## src/udp_link_settings.svh

```systemverilog
`ifndef UDP_LINK_SETTINGS_SVH
`define UDP_LINK_SETTINGS_SVH

// Payload carried in every datagram, in both directions
`define UDP_LINK_PAYLOAD_BITS 64

// Top 32 payload bits of a datagram that is accepted
`define UDP_LINK_MSG_ID 32'h7469_7277

// Network setup written during initialization
`define UDP_LINK_MAC_ADDR 48'hAAAF_FACC_E31C
`define UDP_LINK_LOCAL_IP 32'hC0A8_0AC1
`define UDP_LINK_GATEWAY_IP 32'hC0A8_0A01
`define UDP_LINK_SUBNET_MASK 32'hFFFF_FF00
`define UDP_LINK_DST_IP 32'hC0A8_0A0A
`define UDP_LINK_LOCAL_PORT 16'd2390
`define UDP_LINK_DST_PORT 16'd5000

// Idle cycles between two RX size polls
`define UDP_LINK_POLL_INTERVAL 10

// Cycles without an accepted datagram before pkg_timeout rises
`define UDP_LINK_TIMEOUT_CYCLES 4800000

`endif

```

## src/udp_link_pkg.sv

```systemverilog
`include "udp_link_settings.svh"

package udp_link_pkg;

    typedef logic [`UDP_LINK_PAYLOAD_BITS-1:0] payload_t;

    // One W5500 SPI command: address phase, control phase, one data byte
    typedef struct packed {
        logic [15:0] addr;
        logic [7:0]  ctrl;
        logic [7:0]  data;
    } spi_cmd_t;

    typedef enum logic [1:0] {
        FRAME_CMD,
        FRAME_PUSH,
        FRAME_PULL
    } frame_kind_e;

    typedef struct packed {
        frame_kind_e kind;
        spi_cmd_t    cmd;
    } frame_req_t;

    typedef enum logic [3:0] {
        INIT,
        WAIT_SOCKET,
        IDLE,
        POLL,
        PULL,
        RX_PTR_LO,
        RX_PTR_HI,
        RX_RECV,
        PUSH,
        TX_PTR_LO,
        TX_PTR_HI,
        TX_SEND
    } seq_state_e;

    // Info header that the W5500 puts in front of each UDP datagram
    typedef struct packed {
        logic [31:0] src_ip;
        logic [15:0] src_port;
        logic [15:0] length;
    } rx_header_t;

    localparam int PULL_BITS = $bits(rx_header_t) + $bits(payload_t);

    // Control bytes: block select, read/write, variable length mode
    localparam logic [7:0] CTRL_COMMON_WR = 8'h04;
    localparam logic [7:0] CTRL_S0_WR     = 8'h0C;
    localparam logic [7:0] CTRL_S0_RD     = 8'h08;
    localparam logic [7:0] CTRL_TXBUF_WR  = 8'h14;
    localparam logic [7:0] CTRL_RXBUF_RD  = 8'h18;

    // Sn_SR value once the socket is open in UDP mode
    localparam logic [7:0] SOCK_UDP = 8'h22;

endpackage

```

## src/w5500_spi_engine.sv

```systemverilog
module w5500_spi_engine (
    input  logic                                  clk,
    input  logic                                  reset,
    input  udp_link_pkg::frame_req_t              frame_req,
    input  logic                                  frame_start,
    input  udp_link_pkg::payload_t                tx_data,
    input  logic                                  miso,
    output logic                                  frame_done,
    output logic [7:0]                            read_byte,
    output logic [udp_link_pkg::PULL_BITS-1:0]    pull_bits,
    output logic                                  mosi,
    output logic                                  sclk,
    output logic                                  cs_n
);
    import udp_link_pkg::*;

    localparam int OUT_BITS  = 24 + $bits(payload_t);
    localparam int FRAME_MAX = 24 + PULL_BITS;
    localparam int CNT_W     = $clog2(FRAME_MAX + 1);

    logic                 active;
    logic [CNT_W-1:0]     bits_left;
    logic [CNT_W-1:0]     frame_len;
    logic [OUT_BITS-1:0]  out_load;
    logic [OUT_BITS-1:0]  shift_out;
    logic [PULL_BITS-1:0] shift_in;

    // Frame length and MOSI image follow from the frame kind
    always_comb begin
        out_load = '0;
        case (frame_req.kind)
            FRAME_PUSH: begin
                frame_len = CNT_W'(OUT_BITS);
                out_load  = {frame_req.cmd.addr, frame_req.cmd.ctrl, tx_data};
            end
            FRAME_PULL: begin
                frame_len = CNT_W'(FRAME_MAX);
                out_load[OUT_BITS-1 -: 24] = {frame_req.cmd.addr, frame_req.cmd.ctrl};
            end
            default: begin
                frame_len = CNT_W'(32);
                out_load[OUT_BITS-1 -: 32] = frame_req.cmd;
            end
        endcase
    end

    always_ff @(posedge clk) begin
        frame_done <= 1'b0;
        if (reset) begin
            active    <= 1'b0;
            bits_left <= '0;
            sclk      <= 1'b0;
            cs_n      <= 1'b1;
        end else if (frame_start) begin
            active    <= 1'b1;
            bits_left <= frame_len;
            sclk      <= 1'b0;
            cs_n      <= 1'b0;
        end else if (active) begin
            sclk <= ~sclk;
            // Falling edge closes one bit
            if (sclk) begin
                bits_left <= bits_left - 1'b1;
                if (bits_left == CNT_W'(1)) begin
                    active     <= 1'b0;
                    cs_n       <= 1'b1;
                    frame_done <= 1'b1;
                end
            end
        end
    end

    // MOSI moves on the falling edge, MISO is taken on the rising edge
    always_ff @(posedge clk) begin
        if (frame_start) begin
            shift_out <= out_load;
        end else if (active) begin
            if (sclk) begin
                shift_out <= shift_out << 1;
            end else begin
                shift_in <= {shift_in[PULL_BITS-2:0], miso};
            end
        end
    end

    assign mosi      = shift_out[OUT_BITS-1];
    assign read_byte = shift_in[7:0];
    assign pull_bits = shift_in;

endmodule

```

## src/w5500_cmd_sequencer.sv

```systemverilog
`include "udp_link_settings.svh"

module w5500_cmd_sequencer (
    input  logic                     clk,
    input  logic                     reset,
    output udp_link_pkg::frame_req_t frame_req,
    output logic                     frame_start,
    input  logic                     frame_done,
    input  logic [7:0]               read_byte,
    input  logic                     reply_pending,
    output logic                     reply_taken
);
    import udp_link_pkg::*;

    localparam int INIT_LEN          = 30;
    localparam int POLL_W            = $clog2(`UDP_LINK_POLL_INTERVAL + 1);
    localparam logic [15:0] RX_STEP  = 16'(PULL_BITS / 8);
    localparam logic [15:0] TX_STEP  = 16'($bits(payload_t) / 8);

    localparam logic [47:0] MAC      = `UDP_LINK_MAC_ADDR;
    localparam logic [31:0] LOCAL_IP = `UDP_LINK_LOCAL_IP;
    localparam logic [31:0] GW_IP    = `UDP_LINK_GATEWAY_IP;
    localparam logic [31:0] SUBNET   = `UDP_LINK_SUBNET_MASK;
    localparam logic [31:0] DST_IP   = `UDP_LINK_DST_IP;
    localparam logic [15:0] SRC_PORT = `UDP_LINK_LOCAL_PORT;
    localparam logic [15:0] DST_PORT = `UDP_LINK_DST_PORT;

    localparam spi_cmd_t INIT_TABLE [INIT_LEN] = '{
        // PHY forced to 100M full duplex
        '{16'h002E, CTRL_COMMON_WR, 8'hD8},
        '{16'h0009, CTRL_COMMON_WR, MAC[47:40]},
        '{16'h000A, CTRL_COMMON_WR, MAC[39:32]},
        '{16'h000B, CTRL_COMMON_WR, MAC[31:24]},
        '{16'h000C, CTRL_COMMON_WR, MAC[23:16]},
        '{16'h000D, CTRL_COMMON_WR, MAC[15:8]},
        '{16'h000E, CTRL_COMMON_WR, MAC[7:0]},
        '{16'h000F, CTRL_COMMON_WR, LOCAL_IP[31:24]},
        '{16'h0010, CTRL_COMMON_WR, LOCAL_IP[23:16]},
        '{16'h0011, CTRL_COMMON_WR, LOCAL_IP[15:8]},
        '{16'h0012, CTRL_COMMON_WR, LOCAL_IP[7:0]},
        '{16'h0001, CTRL_COMMON_WR, GW_IP[31:24]},
        '{16'h0002, CTRL_COMMON_WR, GW_IP[23:16]},
        '{16'h0003, CTRL_COMMON_WR, GW_IP[15:8]},
        '{16'h0004, CTRL_COMMON_WR, GW_IP[7:0]},
        '{16'h0005, CTRL_COMMON_WR, SUBNET[31:24]},
        '{16'h0006, CTRL_COMMON_WR, SUBNET[23:16]},
        '{16'h0007, CTRL_COMMON_WR, SUBNET[15:8]},
        '{16'h0008, CTRL_COMMON_WR, SUBNET[7:0]},
        // Socket 0 in UDP mode with an 8 KB TX buffer
        '{16'h0000, CTRL_S0_WR, 8'h02},
        '{16'h001F, CTRL_S0_WR, 8'h08},
        '{16'h0004, CTRL_S0_WR, SRC_PORT[15:8]},
        '{16'h0005, CTRL_S0_WR, SRC_PORT[7:0]},
        '{16'h000C, CTRL_S0_WR, DST_IP[31:24]},
        '{16'h000D, CTRL_S0_WR, DST_IP[23:16]},
        '{16'h000E, CTRL_S0_WR, DST_IP[15:8]},
        '{16'h000F, CTRL_S0_WR, DST_IP[7:0]},
        '{16'h0010, CTRL_S0_WR, DST_PORT[15:8]},
        '{16'h0011, CTRL_S0_WR, DST_PORT[7:0]},
        // OPEN
        '{16'h0001, CTRL_S0_WR, 8'h01}
    };

    seq_state_e        state;
    logic [4:0]        init_idx;
    logic [POLL_W-1:0] poll_cnt;
    logic              busy;
    logic [15:0]       rx_ptr;
    logic [15:0]       tx_ptr;

    // Request of the current state, sampled by the engine at frame_start
    always_comb begin
        frame_req.kind = FRAME_CMD;
        frame_req.cmd  = '{16'h0000, CTRL_S0_RD, 8'h00};
        case (state)
            INIT:        frame_req.cmd = INIT_TABLE[init_idx];
            WAIT_SOCKET: frame_req.cmd = '{16'h0003, CTRL_S0_RD, 8'h00};
            POLL:        frame_req.cmd = '{16'h0027, CTRL_S0_RD, 8'h00};
            PULL: begin
                frame_req.kind = FRAME_PULL;
                frame_req.cmd  = '{rx_ptr, CTRL_RXBUF_RD, 8'h00};
            end
            RX_PTR_HI:   frame_req.cmd = '{16'h0028, CTRL_S0_WR, rx_ptr[15:8]};
            RX_PTR_LO:   frame_req.cmd = '{16'h0029, CTRL_S0_WR, rx_ptr[7:0]};
            RX_RECV:     frame_req.cmd = '{16'h0001, CTRL_S0_WR, 8'h40};
            PUSH: begin
                frame_req.kind = FRAME_PUSH;
                frame_req.cmd  = '{tx_ptr, CTRL_TXBUF_WR, 8'h00};
            end
            TX_PTR_HI:   frame_req.cmd = '{16'h0024, CTRL_S0_WR, tx_ptr[15:8]};
            TX_PTR_LO:   frame_req.cmd = '{16'h0025, CTRL_S0_WR, tx_ptr[7:0]};
            TX_SEND:     frame_req.cmd = '{16'h0001, CTRL_S0_WR, 8'h20};
            default: ;
        endcase
    end

    always_ff @(posedge clk) begin
        frame_start <= 1'b0;
        reply_taken <= 1'b0;
        if (reset) begin
            state    <= INIT;
            init_idx <= '0;
            poll_cnt <= '0;
            busy     <= 1'b0;
            rx_ptr   <= '0;
            tx_ptr   <= '0;
        end else if (frame_done) begin
            // most frames chain straight into the next one
            frame_start <= 1'b1;
            case (state)
                INIT: begin
                    if (init_idx == 5'(INIT_LEN - 1)) begin
                        state <= WAIT_SOCKET;
                    end else begin
                        init_idx <= init_idx + 5'd1;
                    end
                end
                WAIT_SOCKET: begin
                    if (read_byte == SOCK_UDP) begin
                        state       <= IDLE;
                        frame_start <= 1'b0;
                        busy        <= 1'b0;
                    end
                end
                POLL: begin
                    if (read_byte != 8'h00) begin
                        state <= PULL;
                    end else begin
                        state       <= IDLE;
                        frame_start <= 1'b0;
                        busy        <= 1'b0;
                    end
                end
                PULL: begin
                    rx_ptr <= rx_ptr + RX_STEP;
                    state  <= RX_PTR_HI;
                end
                RX_PTR_HI: state <= RX_PTR_LO;
                RX_PTR_LO: state <= RX_RECV;
                PUSH: begin
                    tx_ptr <= tx_ptr + TX_STEP;
                    state  <= TX_PTR_HI;
                end
                TX_PTR_HI: state <= TX_PTR_LO;
                TX_PTR_LO: state <= TX_SEND;
                // RECV and SEND end a sequence
                default: begin
                    state       <= IDLE;
                    frame_start <= 1'b0;
                    busy        <= 1'b0;
                end
            endcase
        end else if (!busy) begin
            case (state)
                INIT: begin
                    frame_start <= 1'b1;
                    busy        <= 1'b1;
                end
                IDLE: begin
                    if (reply_pending) begin
                        state       <= PUSH;
                        frame_start <= 1'b1;
                        busy        <= 1'b1;
                        reply_taken <= 1'b1;
                    end else if (poll_cnt == POLL_W'(`UDP_LINK_POLL_INTERVAL)) begin
                        poll_cnt    <= '0;
                        state       <= POLL;
                        frame_start <= 1'b1;
                        busy        <= 1'b1;
                    end else begin
                        poll_cnt <= poll_cnt + 1'b1;
                    end
                end
                default: ;
            endcase
        end
    end

endmodule

```

## src/udp_rx_filter.sv

```systemverilog
`include "udp_link_settings.svh"

module udp_rx_filter (
    input  logic                               clk,
    input  logic                               reset,
    input  logic                               frame_done,
    input  logic [udp_link_pkg::PULL_BITS-1:0] pull_bits,
    output udp_link_pkg::payload_t             rx_data,
    output logic                               rx_valid
);
    import udp_link_pkg::*;

    localparam int PAYLOAD_BITS = $bits(payload_t);

    payload_t payload;
    logic     id_match;

    // Header sits in front, payload in the low bits of the pulled frame
    assign payload  = pull_bits[PAYLOAD_BITS-1:0];
    assign id_match = (payload[PAYLOAD_BITS-1 -: 32] == `UDP_LINK_MSG_ID);

    always_ff @(posedge clk) begin
        if (reset) begin
            rx_valid <= 1'b0;
        end else begin
            rx_valid <= frame_done && id_match;
        end
    end

    always_ff @(posedge clk) begin
        if (frame_done && id_match) begin
            rx_data <= payload;
        end
    end

endmodule

```

## src/udp_reply_ctrl.sv

```systemverilog
`include "udp_link_settings.svh"

module udp_reply_ctrl #(
    parameter int unsigned TIMEOUT_CYCLES = `UDP_LINK_TIMEOUT_CYCLES
) (
    input  logic clk,
    input  logic reset,
    input  logic rx_valid,
    input  logic reply_taken,
    output logic reply_pending,
    output logic pkg_timeout
);

    localparam int CNT_W = $clog2(TIMEOUT_CYCLES + 1);

    logic [CNT_W-1:0] idle_cnt;

    // A datagram accepted while a reply waits merges into that reply
    always_ff @(posedge clk) begin
        if (reset) begin
            reply_pending <= 1'b0;
        end else if (rx_valid) begin
            reply_pending <= 1'b1;
        end else if (reply_taken) begin
            reply_pending <= 1'b0;
        end
    end

    // Saturates at the timeout count
    always_ff @(posedge clk) begin
        if (reset || rx_valid) begin
            idle_cnt <= '0;
        end else if (idle_cnt != CNT_W'(TIMEOUT_CYCLES)) begin
            idle_cnt <= idle_cnt + 1'b1;
        end
    end

    assign pkg_timeout = (idle_cnt == CNT_W'(TIMEOUT_CYCLES));

endmodule

```

## src/w5500_udp_link.sv

```systemverilog
`include "udp_link_settings.svh"

module w5500_udp_link #(
    parameter int unsigned TIMEOUT_CYCLES = `UDP_LINK_TIMEOUT_CYCLES
) (
    input  logic                   clk,
    input  logic                   reset,
    input  logic                   miso,
    output logic                   mosi,
    output logic                   sclk,
    output logic                   cs_n,
    input  udp_link_pkg::payload_t tx_data,
    output udp_link_pkg::payload_t rx_data,
    output logic                   rx_valid,
    output logic                   pkg_timeout
);
    import udp_link_pkg::*;

    frame_req_t           frame_req;
    logic                 frame_start;
    logic                 frame_done;
    logic [7:0]           read_byte;
    logic [PULL_BITS-1:0] pull_bits;
    logic                 pull_done;
    logic                 reply_pending;
    logic                 reply_taken;

    w5500_cmd_sequencer sequencer_i (
        .clk           (clk),
        .reset         (reset),
        .frame_req     (frame_req),
        .frame_start   (frame_start),
        .frame_done    (frame_done),
        .read_byte     (read_byte),
        .reply_pending (reply_pending),
        .reply_taken   (reply_taken)
    );

    w5500_spi_engine spi_engine_i (
        .clk         (clk),
        .reset       (reset),
        .frame_req   (frame_req),
        .frame_start (frame_start),
        .tx_data     (tx_data),
        .miso        (miso),
        .frame_done  (frame_done),
        .read_byte   (read_byte),
        .pull_bits   (pull_bits),
        .mosi        (mosi),
        .sclk        (sclk),
        .cs_n        (cs_n)
    );

    // Request still shows the pull while its frame_done is high
    assign pull_done = frame_done && (frame_req.kind == FRAME_PULL);

    udp_rx_filter rx_filter_i (
        .clk        (clk),
        .reset      (reset),
        .frame_done (pull_done),
        .pull_bits  (pull_bits),
        .rx_data    (rx_data),
        .rx_valid   (rx_valid)
    );

    udp_reply_ctrl #(
        .TIMEOUT_CYCLES (TIMEOUT_CYCLES)
    ) reply_ctrl_i (
        .clk           (clk),
        .reset         (reset),
        .rx_valid      (rx_valid),
        .reply_taken   (reply_taken),
        .reply_pending (reply_pending),
        .pkg_timeout   (pkg_timeout)
    );

endmodule

```

## config.mk

```make
export PLATFORM = sky130hd
export DESIGN_NAME = w5500_udp_link
export DESIGN_NICKNAME = d
export VERILOG_FILES = /design/src/udp_link_pkg.sv /design/src/w5500_spi_engine.sv /design/src/w5500_cmd_sequencer.sv /design/src/udp_rx_filter.sv /design/src/udp_reply_ctrl.sv /design/src/w5500_udp_link.sv
export VERILOG_INCLUDE_DIRS = /design/src
export SDC_FILE = /design/constraint.sdc
export NUM_CORES = 1
export LEC_CHECK = 0
export ABC_AREA = 1
export BUFFER_PORTS_ARGS = -buffer_cell sky130_fd_sc_hd__buf_2
export CORE_MARGIN = 2
export CORE_UTILIZATION = 65
export CTS_CLUSTER_SIZE = 20
export DETAILED_ROUTE_END_ITERATION = 6
export PLACE_DENSITY = 0.95
export REMOVE_ABC_BUFFERS = 1
export SYNTH_ARGS = -nofsm -noshare
export SYNTH_HDL_FRONTEND = slang
export SYNTH_HIERARCHICAL = 1
export SYNTH_SLANG_ARGS = --single-unit
export TNS_END_PERCENT = 30
```

## constraint.sdc

```tcl
create_clock -name clk -period 23.3 [get_ports clk]
set_input_delay 2.33 -clock clk [delete_from_list [all_inputs] [get_ports clk]]
set_output_delay 2.33 -clock clk [all_outputs]
set_load 0.005 [all_outputs]
```

Word-level counts from Yosys, hierarchy flattened
Memories as Yosys holds them, arrays and structs flattened.
Cells that the tools add are included.
- equal/unequal tests: 25
- muxes and demuxes: 48
- order comparisons: 1
- reduce and logical (&&, ||, !) cells: 24
- add/subtract/negate cells: 6
- bitwise operators: 9
- operator list (operator ; count):
    32-bit case mux with 11 select lines ; 1
    88-bit two-way mux ; 3
    32-bit two-way mux ; 2
    56-bit two-way mux ; 1
    4-bit case mux with 9 select lines ; 1
    32-bit by 31-bit equality test with 1-bit output (second input constant) ; 1
    4-bit two-way mux ; 8
    8-bit case mux with 2 select lines ; 2
    8-bit two-way mux ; 3
    23-bit by 1-bit adder with 23-bit output (second input constant) ; 1
    23-bit equality test (second input constant) ; 1
    23-bit inequality test (second input constant) ; 1
    1-bit two-way mux ; 22
    4-bit equality test (second input constant) ; 5
    16-bit by 4-bit adder with 16-bit output (second input constant) ; 1
    16-bit by 5-bit adder with 16-bit output (second input constant) ; 1
    4-bit by 3-bit equality test with 1-bit output (second input constant) ; 4
    3-bit AND reduction ; 4
    2-bit nonzero test ; 5
    3-bit inequality test (second input constant) ; 3
    4-bit by 2-bit equality test with 1-bit output (second input constant) ; 2
    8-bit by 1-bit equality test with 1-bit output (second input constant) ; 1
    8-bit by 6-bit equality test with 1-bit output (second input constant) ; 1
    1-bit NOT ; 8
    other kinds (26) ; 31
- memories: 1
- bits in read-only memories: 1024
- bits of input ports: 67
- output and inout port bits: 69
- register bits: 301
- word-level logic and storage cells: 133
- memory list (memory ; depth ; width ; read ports ; clocked after memory_dff ; wr ports ; RTL line ; source):
    (name not given) ; 32 ; 32 ; 1 ; 0 ; 0 ; w5500_cmd_sequencer.sv:76 ; INIT: frame_req.cmd = INIT_TABLE[init_idx];

Longest topological paths before layout
Gate-level depths: netlist of the first run.
- depth after elaboration: 7
- depth in mapped cells: 12
- gate-level depth less buffers: 12

Cells and area by module
Netlist of the first run, hierarchy kept.
- by module, submodules not included (module ; seq. area each (um^2) ; instances ; area each (um^2) ; cells each):
    w5500_spi_engine ; 6726.5 ; 1 ; 8285.4 ; 508
    w5500_cmd_sequencer ; 820.8 ; 1 ; 3468.3 ; 570
    udp_rx_filter ; 1941.9 ; 1 ; 2105.8 ; 106
    udp_reply_ctrl ; 480.5 ; 1 ; 1388.8 ; 214
    w5500_udp_link ; 0.0 ; 1 ; 10.0 ; 2

Worst setup path before layout of the first run
No wires, ideal clock.
- path kind: reg2reg
- start point: register sequencer_i.frame_start
- end point: register spi_engine_i.shift_in[0] (netlist: spi_engine_i/pull_bits[0]) (enable)
- required time: 22.527 ns
- stages on the path, launching flop included: 3
- period minus slack after synthesis: 9.982 ns
- path buffers: 1
- arrival: 9.209 ns
- library setup time: 0.773 ns
- path slack: 13.318 ns
- cell sequence: dfxtp_1 > buf_2 > nor3_1
- cells in the longest elaborated chain, start to end: 2
- ends and longest elaborated chain (what ; RTL line ; source):
    start: declaration ; w5500_cmd_sequencer.sv:7 ; output logic frame_start,
    start signal: assignment ; w5500_cmd_sequencer.sv:98 ; frame_start <= 1'b0;
    start signal: assignment ; w5500_cmd_sequencer.sv:109 ; frame_start <= 1'b1;
    start signal: assignment ; w5500_cmd_sequencer.sv:121 ; frame_start <= 1'b0;
    1-bit NOT (no source line) ; n/a ;
    3-bit AND reduction (no source line) ; n/a ;
    end signal: assignment ; w5500_spi_engine.sv:81 ; shift_in <= {shift_in[PULL_BITS-2:0], miso};
    end: declaration ; w5500_spi_engine.sv:26 ; logic [PULL_BITS-1:0] shift_in;
Every way passes these cells.
A chain may end at the register's enable or synchronous reset.

Worst setup path in the final report of the first run
- start point: register reply_ctrl_i.idle_cnt[0]
- end point: output port pkg_timeout
- cells in the longest elaborated chain, start to end: 1
- ends and longest elaborated chain (what ; RTL line ; source):
    start: declaration ; udp_reply_ctrl.sv:16 ; logic [CNT_W-1:0] idle_cnt;
    start signal: assignment ; udp_reply_ctrl.sv:34 ; idle_cnt <= idle_cnt + 1'b1;
    23-bit equality test ; udp_reply_ctrl.sv:38 ; assign pkg_timeout = (idle_cnt == CNT_W'(TIMEOUT_CYCLES));
    end: declaration ; w5500_udp_link.sv:15 ; output logic pkg_timeout
Every way passes these cells.

==> flow_metrics.tcl, run 1 <==
set metrics [dict create \
    status "finished with violations" \
    violations "DRC" \
    final_max_slew_viol_count 0 \
    power-per-cell-area_mw_per_mm2 77.7 \
    die_y_um 147 \
    grtUsageTotal 0.339 \
    nets 1554 \
    antenna_found_initial 1 \
    start_util 0.661 \
    path_clk_slew_ns 0.07 \
    routabilityCongestion 0.940 \
    period_share 0.175 \
    hpwl_um 20300 \
    maxCapViolCount 0 \
    viasPerCell 6.39 \
    final_cells 1752 \
    final_layout_size_suffix_gt1_frac 0.161 \
    fin_setup_tns_ns 0 \
    synthToLayoutAreaGrowth_pct 13.4 \
    worstSkewPairLatency_ns 0.57 \
    cp-end-kind "output port" \
    rsz0062_at_grt "no" \
    leakagePower_nw 6.00 \
    ant_nets 0 \
    whs_ns 0.453 \
    die_w_um 147 \
    clockBufferDepth 3 \
    timing.rr.start "sequencer_i/state[3]" \
    critPathKind "flip-flop to output port" \
    place_inst 1699 \
    dieArea_sq_mm 0.0217 \
    root_buffer "clkbuf_16" \
    post_cts_buffers 0 \
    regArea_sq_mm 0.00805 \
    num_vias 11200 \
    yosysWarningCount 6 \
    drc 7 \
    grt_max_degree 94 \
    io_pins 136 \
    cp-startpoint "reply_ctrl_i/idle_cnt[0]" \
    cts_made_buffers 28 \
    row_count 52 \
    whs_path_depth 0 \
    routed_wl_um 37900 \
    gr-total-overflow 0 \
    max_slew.worst_pin.slew_ns 1.12 \
    max-vdd-ir-drop_mv 0.0537 \
    finalSetupViolCount 0 \
    drtPass1Iterations 7 \
    ctsResizeCount 0 \
    avgSynthCellArea_sq_um 9.98 \
    syn_area_sq_mm 0.0133 \
    relSlewSlack 0.254 \
    h-tree-depth 1 \
    grt_pass1_wl_um 57900 \
    cp.arrival_ns 1.75 \
    nFillCells 1151 \
    reg2reg_depth 13 \
    hold_violations 0 \
    fin_crit_ns 4.08 \
    skew_ns 0.0371 \
    cts_hold_buf 0 \
    min_path_type "flip-flop to flip-flop" \
    core-area_sq_mm 0.0202 \
    critPathMaxFanout 4 \
    grt_pass1_vias 10600 \
    io_buffers 135 \
    timing.fmax_mhz 245 \
    cp-start-kind "flip-flop" \
    routedWlPerCell_um 21.6 \
    clock_sinks 294 \
    tritoncts "yes" \
    multi_input_area_sq_mm 0.00436 \
    synthCells 1336 \
    drtIter0Drc 1886 \
    hold_start "spi_engine_i/pull_bits[26]" \
    worstPathRequired_ns 20.97 \
]
placed cells by master (no fill, tap or decap), types with 2 or more instances in the layout:
master / instances
o21ai_0: 59
nand2_2: 11
buf_2: 135
nand3_2: 4
a22o_1: 55
nor3_1: 19
o22ai_1: 21
clkbuf_8: 2
o221ai_1: 4
clkinv_1: 5
o211ai_1: 4
xor2_1: 3
inv_1: 153
clkinvlp_4: 2
ha_1: 28
clkbuf_1: 4
nor2_2: 12
a31oi_1: 4
nor2_1: 125
dfxtp_1: 78
a21oi_1: 80
nor2_4: 10
conb_1: 5
inv_2: 9
edfxtp_1: 216
clkinv_2: 2
nand2_4: 3
clkinv_4: 3
clkbuf_16: 28
bufinv_16: 7
nand3_1: 67
nand4_1: 15
a211oi_1: 3
nand3b_1: 5
buf_4: 6
nand2_1: 279
path summary, 6_finish.rpt:
| check | endpoint | slack (ns) |
|---|---|---|
| max | pkg_timeout | 19.22 |
| min | rx_filter_i/rx_data[26] | 0.45 |
| max reg2reg | rx_filter_i/rx_data[40] | 19.59 |
| min reg2reg | rx_filter_i/rx_data[26] | 0.45 |
stage by stage:
stage / total power, mW / worst slack, ns / util / cell area, sq um
global route: 1.20 / 19.08 / 0.750 / 15100
floorplan: 0.639 / 17.70 / - / 13000
detailed placement: 0.659 / 19.52 / 0.698 / 14100
CTS: 1.17 / 19.22 / 0.750 / 15100
global placement: 0.654 / 19.54 / 0.698 / 14100
finish: 1.18 / 19.22 / 0.750 / 15100
power by group:
group          switching, mW  internal (mW)  total [mW]
logic                 0.0365         0.0177      0.0542
clock network          0.211          0.307       0.518
registers             0.0136          0.589       0.603
total                  0.261          0.914        1.18
registers in the layout (all words and copies together) (netlist names), 5 cells and up:
name                    count
reply_ctrl_i/idle_cnt      23
rx_filter_i/rx_data        64
sequencer_i/init_idx        5
sequencer_i/rx_ptr         12
sequencer_i/tx_ptr         13
spi_engine_i/bits_left      8
spi_engine_i/pull_bits     64
spi_engine_i/shift_out     88
area by class of cell:
type / count / share of cell area
flip-flops and latches: 294 / 0.532
diodes: 1 / 0.000165
clock buffers: 34 / 0.0491
well taps: 270 / 0.0223
repair buffers: 141 / 0.0476
inverters: 164 / 0.0407
clock inverters: 18 / 0.0200
multi-input cells: 830 / 0.288
routing by layer:
layer | GRT usage | routed length [um] | vias up
met5 | 0 | 0 | -
met4 | 0.172 | 2550 | 0
met3 | 0.0612 | 4250 | 252
met2 | 0.567 | 17900 | 1054
met1 | 0.428 | 13200 | 5095
li1 | - | - | 4791
worst max-delay path, cell delays in order (launching register included):
cell and delay (ns):
dfxtp_1 0.34, inv_1 0.09, ha_1 0.17, nand4_1 0.14, nor3_1 0.17, nand3b_1 0.10
nor2_1 0.08, buf_2 0.11
No activity file was read; power rests on OpenSTA's default activity.
==> run 2, diff against run 1 <==
- ABC_AREA: 1 -> 0
- CORE_UTILIZATION: 65 -> 60
- PLACE_DENSITY: 0.95 -> 0.89
- clock period: 23.3 -> 3.9 ns (I/O delays scaled with it)
==> run 2 against run 1 <==
The run now ends clean. Combinational power grew to 3.9 times the previous value. Flip-flop and latch count stayed put. Via count is 20% lower. Clock power grew to 5.7 times the previous value. Wire length is 28% lower. First-iteration DRC count is 56% lower.
==> flow_metrics.tcl, run 2 <==
set metrics [dict create \
    reg2reg_depth 7 \
    drtPass1Iterations 5 \
    final_cells 1472 \
    cp-end-kind "flip-flop" \
    routedWlPerCell_um 18.5 \
    min_path_type "input port to flip-flop" \
    hold_violations 0 \
    finalSetupViolCount 0 \
    whs_path_depth 1 \
    synthToLayoutAreaGrowth_pct 13.7 \
    top_layer "met4" \
    top_register "spi_engine_i/shift_out" \
    hpwl_um 17400 \
    routabilityCongestion 0.968 \
    status "finished clean" \
    root_buffer "clkbuf_16" \
    grt_pass1_vias 8483 \
    critPathKind "flip-flop to flip-flop" \
    relSlewSlack 0.234 \
    gr-total-overflow 0 \
    met1_length_um 11800 \
    drtIter0Drc 833 \
    ant_nets 0 \
    synthCells 1073 \
    timing.rr.start "sequencer_i/state[1]" \
    ctsResizeCount 0 \
    post_cts_buffers 0 \
    io_buffers 135 \
    max-vdd-ir-drop_mv 0.387 \
    row_count 53 \
    avgSynthCellArea_sq_um 12.2 \
    yosysWarningCount 6 \
    drc 0 \
    dieArea_sq_mm 0.0230 \
    multi_input_area_sq_mm 0.00455 \
    worstSkewPairLatency_ns 0.54 \
    maxCapViolCount 0 \
    grt_pass1_wl_um 42700 \
    nets 1268 \
    final_layout_size_suffix_gt1_frac 0.196 \
    grtUsageTotal 0.233 \
    regArea_sq_mm 0.00805 \
    wl_met3_um 1760 \
    die_w_um 152 \
    start_util 0.615 \
    routed_wl_um 27300 \
    cts_hold_buf 0 \
    wl_met2_um 13000 \
    max_slew.worst_pin.slew_ns 1.15 \
    rsz0062_at_grt "no" \
    layout_commonest_cell "edfxtp_1" \
    clock_sinks 294 \
    critPathMaxFanout 18 \
    final_cell_mix "edfxtp_1, buf_2, nor2_1" \
    tritoncts "yes" \
    fin_crit_ns 3.01 \
    die_y_um 152 \
    h-tree-depth 1 \
    core-area_sq_mm 0.0212 \
    cts_made_buffers 29 \
    viasPerCell 6.11 \
    final_util 0.700 \
    cp-startpoint "sequencer_i/state[1]" \
    place_inst 1417 \
    timing.fmax_mhz 332 \
    clockBufferDepth 3 \
    final_max_slew_viol_count 0 \
    largest_register_ff_count 88 \
    syn_area_sq_mm 0.0131 \
    io_pins 136 \
    cp-start-kind "flip-flop" \
    num_vias 8991 \
    skew_ns 0.00919 \
    power-per-cell-area_mw_per_mm2 447 \
    antenna_found_initial 0 \
    cp.arrival_ns 3.41 \
    path_clk_slew_ns 0.06 \
    grt_max_degree 89 \
    worstPathRequired_ns 4.30 \
    period_share 0.772 \
    hold_start "miso" \
    leakagePower_nw 5.06 \
    nFillCells 1421 \
]
-- run 2: cell types whose count changed in the layout (fill, tap and decap cells not counted), sizes merged, moves of 19 or more --
cell	delta
nand2	-240
nor2	-41
a22oi	+19
a21oi	-34
o21ai	-20
nand3	-46
inv	-135
mux2	+26
-- run 2: area by class of cell --
type	instances	area share
sequential	294	0.542
multi-input combinational	673	0.306
timing repair buffer	148	0.0529
clock buffer	33	0.0499
tap	275	0.0232
clock inverter	21	0.0185
inverter	27	0.00683
antenna	1	0.000169
-- run 2: where the power goes --
part	internal (mW)	switching [mW]
Combinational	0.0946	0.116
Clock	1.77	1.16
Sequential	3.45	0.0477
Total	5.32	1.32
-- run 2: final timing paths --
path | to | slack [ns]
worst min register to register | rx_filter_i/rx_data[13] | 0.45
worst min-delay path | spi_engine_i/pull_bits[0] | 0.04
worst max-delay path | spi_engine_i/shift_out[62] | 0.89
worst max register to register | spi_engine_i/shift_out[62] | 0.89
-- run 2: through the flow --
stage	hold slack, ns	area (sq um)	power, mW	worst slack (ns)	setup TNS, ns
6_report	0.0354	14800	6.64	0.890	0
5_1_grt	0.0218	14800	6.86	0.729	0
4_1_cts	0.0223	14800	6.69	0.982	0
3_5_place_dp	0.430	13800	3.77	1.04	0
3_3_place_gp	0.424	13800	3.76	1.13	0
2_1_floorplan	0.421	12700	3.68	-2.79	-368.64
-- run 2: layer usage --
layer | vias up | GRT usage
met5 | - | 0
met4 | 0 | 0.0769
met3 | 64 | 0.0335
met2 | 366 | 0.381
met1 | 4320 | 0.324
li1 | 4241 | -
-- run 2: critical path: stages, from the launching register on --
cell and delay, ns:
dfxtp_1 0.44, nor2_1 0.33, and2_1 0.61, inv_1 0.11, ha_1 0.49, nor2b_1 0.55
a221oi_1 0.18, nor2_1 0.15
==> run 3, diff against run 2 <==
- ABC_AREA: 0 -> 1
- CORE_UTILIZATION: 60 -> 54
- PLACE_DENSITY: 0.89 -> 0.85
- clock period: 3.9 -> 2.71 ns (I/O delays scaled with it)
==> run 3 against run 2 <==
First-iteration DRC count is 41% higher. Setup slack worse by 0.55 ns. Critical endpoint is now spi_engine_i/shift_out[60]. Largest cell class unchanged. Core utilization is 7.2 points lower.
==> flow_metrics.tcl, run 3 (synthesis results as in run 1) <==
set metrics [dict create \
    status "finished clean" \
    timing.rr.start "sequencer_i/init_idx[1]" \
    final_layout_size_suffix_gt1_frac 0.166 \
    routed_wl_um 30400 \
    place_inst 1763 \
    hold_violations 0 \
    ant_nets 0 \
    whs_ns 0.0252 \
    n_antenna_cell 0 \
    min_path_type "input port to flip-flop" \
    worstPathRequired_ns 2.99 \
    clockBufferDepth 3 \
    drtPass1Iterations 6 \
    path_clk_slew_ns 0.07 \
    power-per-cell-area_mw_per_mm2 624 \
    cpPeakStageDelay_ns 0.56 \
    final_cell_mix "nand2_1, edfxtp_1, inv_1" \
    h-tree-depth 1 \
    largest_register_ff_count 88 \
    skew_ns 0.0138 \
    nFillCells 1787 \
    antenna_found_initial 2 \
    top_register "spi_engine_i/shift_out" \
    max-vdd-ir-drop_mv 0.509 \
    leakagePower_nw 6.02 \
    routedWlPerCell_um 16.7 \
    fin_crit_ns 2.37 \
    grtUsageTotal 0.227 \
    maxCapViolCount 0 \
    worst_path_max_delay_cell "dfxtp_1" \
    reg2reg_depth 9 \
    rrSetupSlack_ns 0.34 \
    critPathMaxFanout 11 \
    drc 0 \
    cp.arrival_ns 2.65 \
    relSlewSlack 0.341 \
    routabilityCongestion 0.915 \
    nets 1565 \
    finalSetupViolCount 0 \
    die_y_um 161 \
    synthToLayoutAreaGrowth_pct 14.1 \
    cp-start-kind "flip-flop" \
    dieArea_sq_mm 0.0260 \
    cp-end-kind "flip-flop" \
    whs_path_depth 2 \
    gr-total-overflow 0 \
    worstSkewPairLatency_ns 0.54 \
    layout_commonest_cell "nand2_1" \
    start_util 0.550 \
    viasPerCell 5.52 \
    grt_max_degree 65 \
    core-area_sq_mm 0.0242 \
    fin_setup_tns_ns 0 \
    die_w_um 161 \
    rr_endpoint "spi_engine_i/shift_out[60]" \
    final_cells 1816 \
    period_share 0.874 \
    row_count 57 \
    post_cts_buffers 0 \
    root_buffer "clkbuf_16" \
    max_slew.worst_pin.slew_ns 0.987 \
    clock_sinks 294 \
    drtIter0Drc 1177 \
    power.total_mw 9.50 \
    num_vias 10000 \
    tritoncts "yes" \
    timing.fmax_mhz 422 \
    hold_end "spi_engine_i/shift_out[18]" \
    hold_start "tx_data[18]" \
    final_max_slew_viol_count 0 \
    io_pins 136 \
    grt_pass1_vias 9664 \
    critPathKind "flip-flop to flip-flop" \
    io_buffers 135 \
    hpwl_um 20400 \
    grt_pass1_wl_um 48100 \
    cts_made_buffers 28 \
    path_cells "inv_1 -> ha_1 -> inv_1 -> nor2_1 -> o21ai_0 -> o21ai_0 -> a21oi_1 -> nand2_1 -> nand3_1" \
    rsz0062_at_grt "no" \
]
[run 3: report_power, final]
| group | switching (mW) | internal [mW] | leakage [nW] |
|---|---|---|---|
| Sequential | 0.0977 | 5.06 | 2.64 |
| Clock | 1.60 | 2.29 | 0.465 |
| Combinational | 0.271 | 0.163 | 2.91 |
[run 3: critical path: cells and delay by family, from the launching register on]
family,cells,cell delay [ns]
AOI/OAI and AO/OA,3,0.44
DFF,1,0.56
buffers and inverters,2,0.32
and+or+nand+nor,3,0.40
adders and majority gates,1,0.38
[run 3: layer usage]
layer / share of wire / track usage / wire (um)
met1: 0.41 / 0.297 / 12500
met2: 0.50 / 0.403 / 15100
met3: 0.073 / 0.0306 / 2210
met4: 0.015 / 0.0532 / 466
met5: 0.00043 / 0 / 13
[run 3: area by class of cell]
type / count / area (sq um) / share of cell area
multi-input combinational: 830 / 4360 / 0.286
clock inverter: 10 / 118 / 0.00773
timing repair buffer: 152 / 843 / 0.0554
clock buffer: 42 / 823 / 0.0541
sequential: 294 / 8050 / 0.529
tap: 324 / 405 / 0.0266
inverter: 164 / 618 / 0.0406
[run 3: repair_timing]
action | 4_1_cts | 5_1_grt
hold endpoints to repair | 1 | 0
endpoints found under the setup margin | 0 | 1
resized for setup | 0 | 2
hold buffers | 1 | 0
[run 3: worst max path at each step]
stage                                       start                         end  cells after the start
after global placement       sequencer_i/state[2]  spi_engine_i/shift_out[63]                      9
after detailed placement     sequencer_i/state[2]  spi_engine_i/shift_out[31]                      8
final                     sequencer_i/init_idx[1]  spi_engine_i/shift_out[60]                      9
after CTS                    sequencer_i/state[2]  spi_engine_i/shift_out[61]                      9
after floorplan           sequencer_i/frame_start   spi_engine_i/pull_bits[0]                      1
after global routing         sequencer_i/state[3]     rx_filter_i/rx_data[44]                     13
[run 3: metrics by stage]
step	cell area (sq um)	setup slack, ns	utilization
2_1_floorplan	13000	-2.89	-
3_3_place_gp	14300	0.421	0.588
3_5_place_dp	14300	0.347	0.588
4_1_cts	15200	0.220	0.627
5_1_grt	15200	0.144	0.627
6_report	15200	0.343	0.627
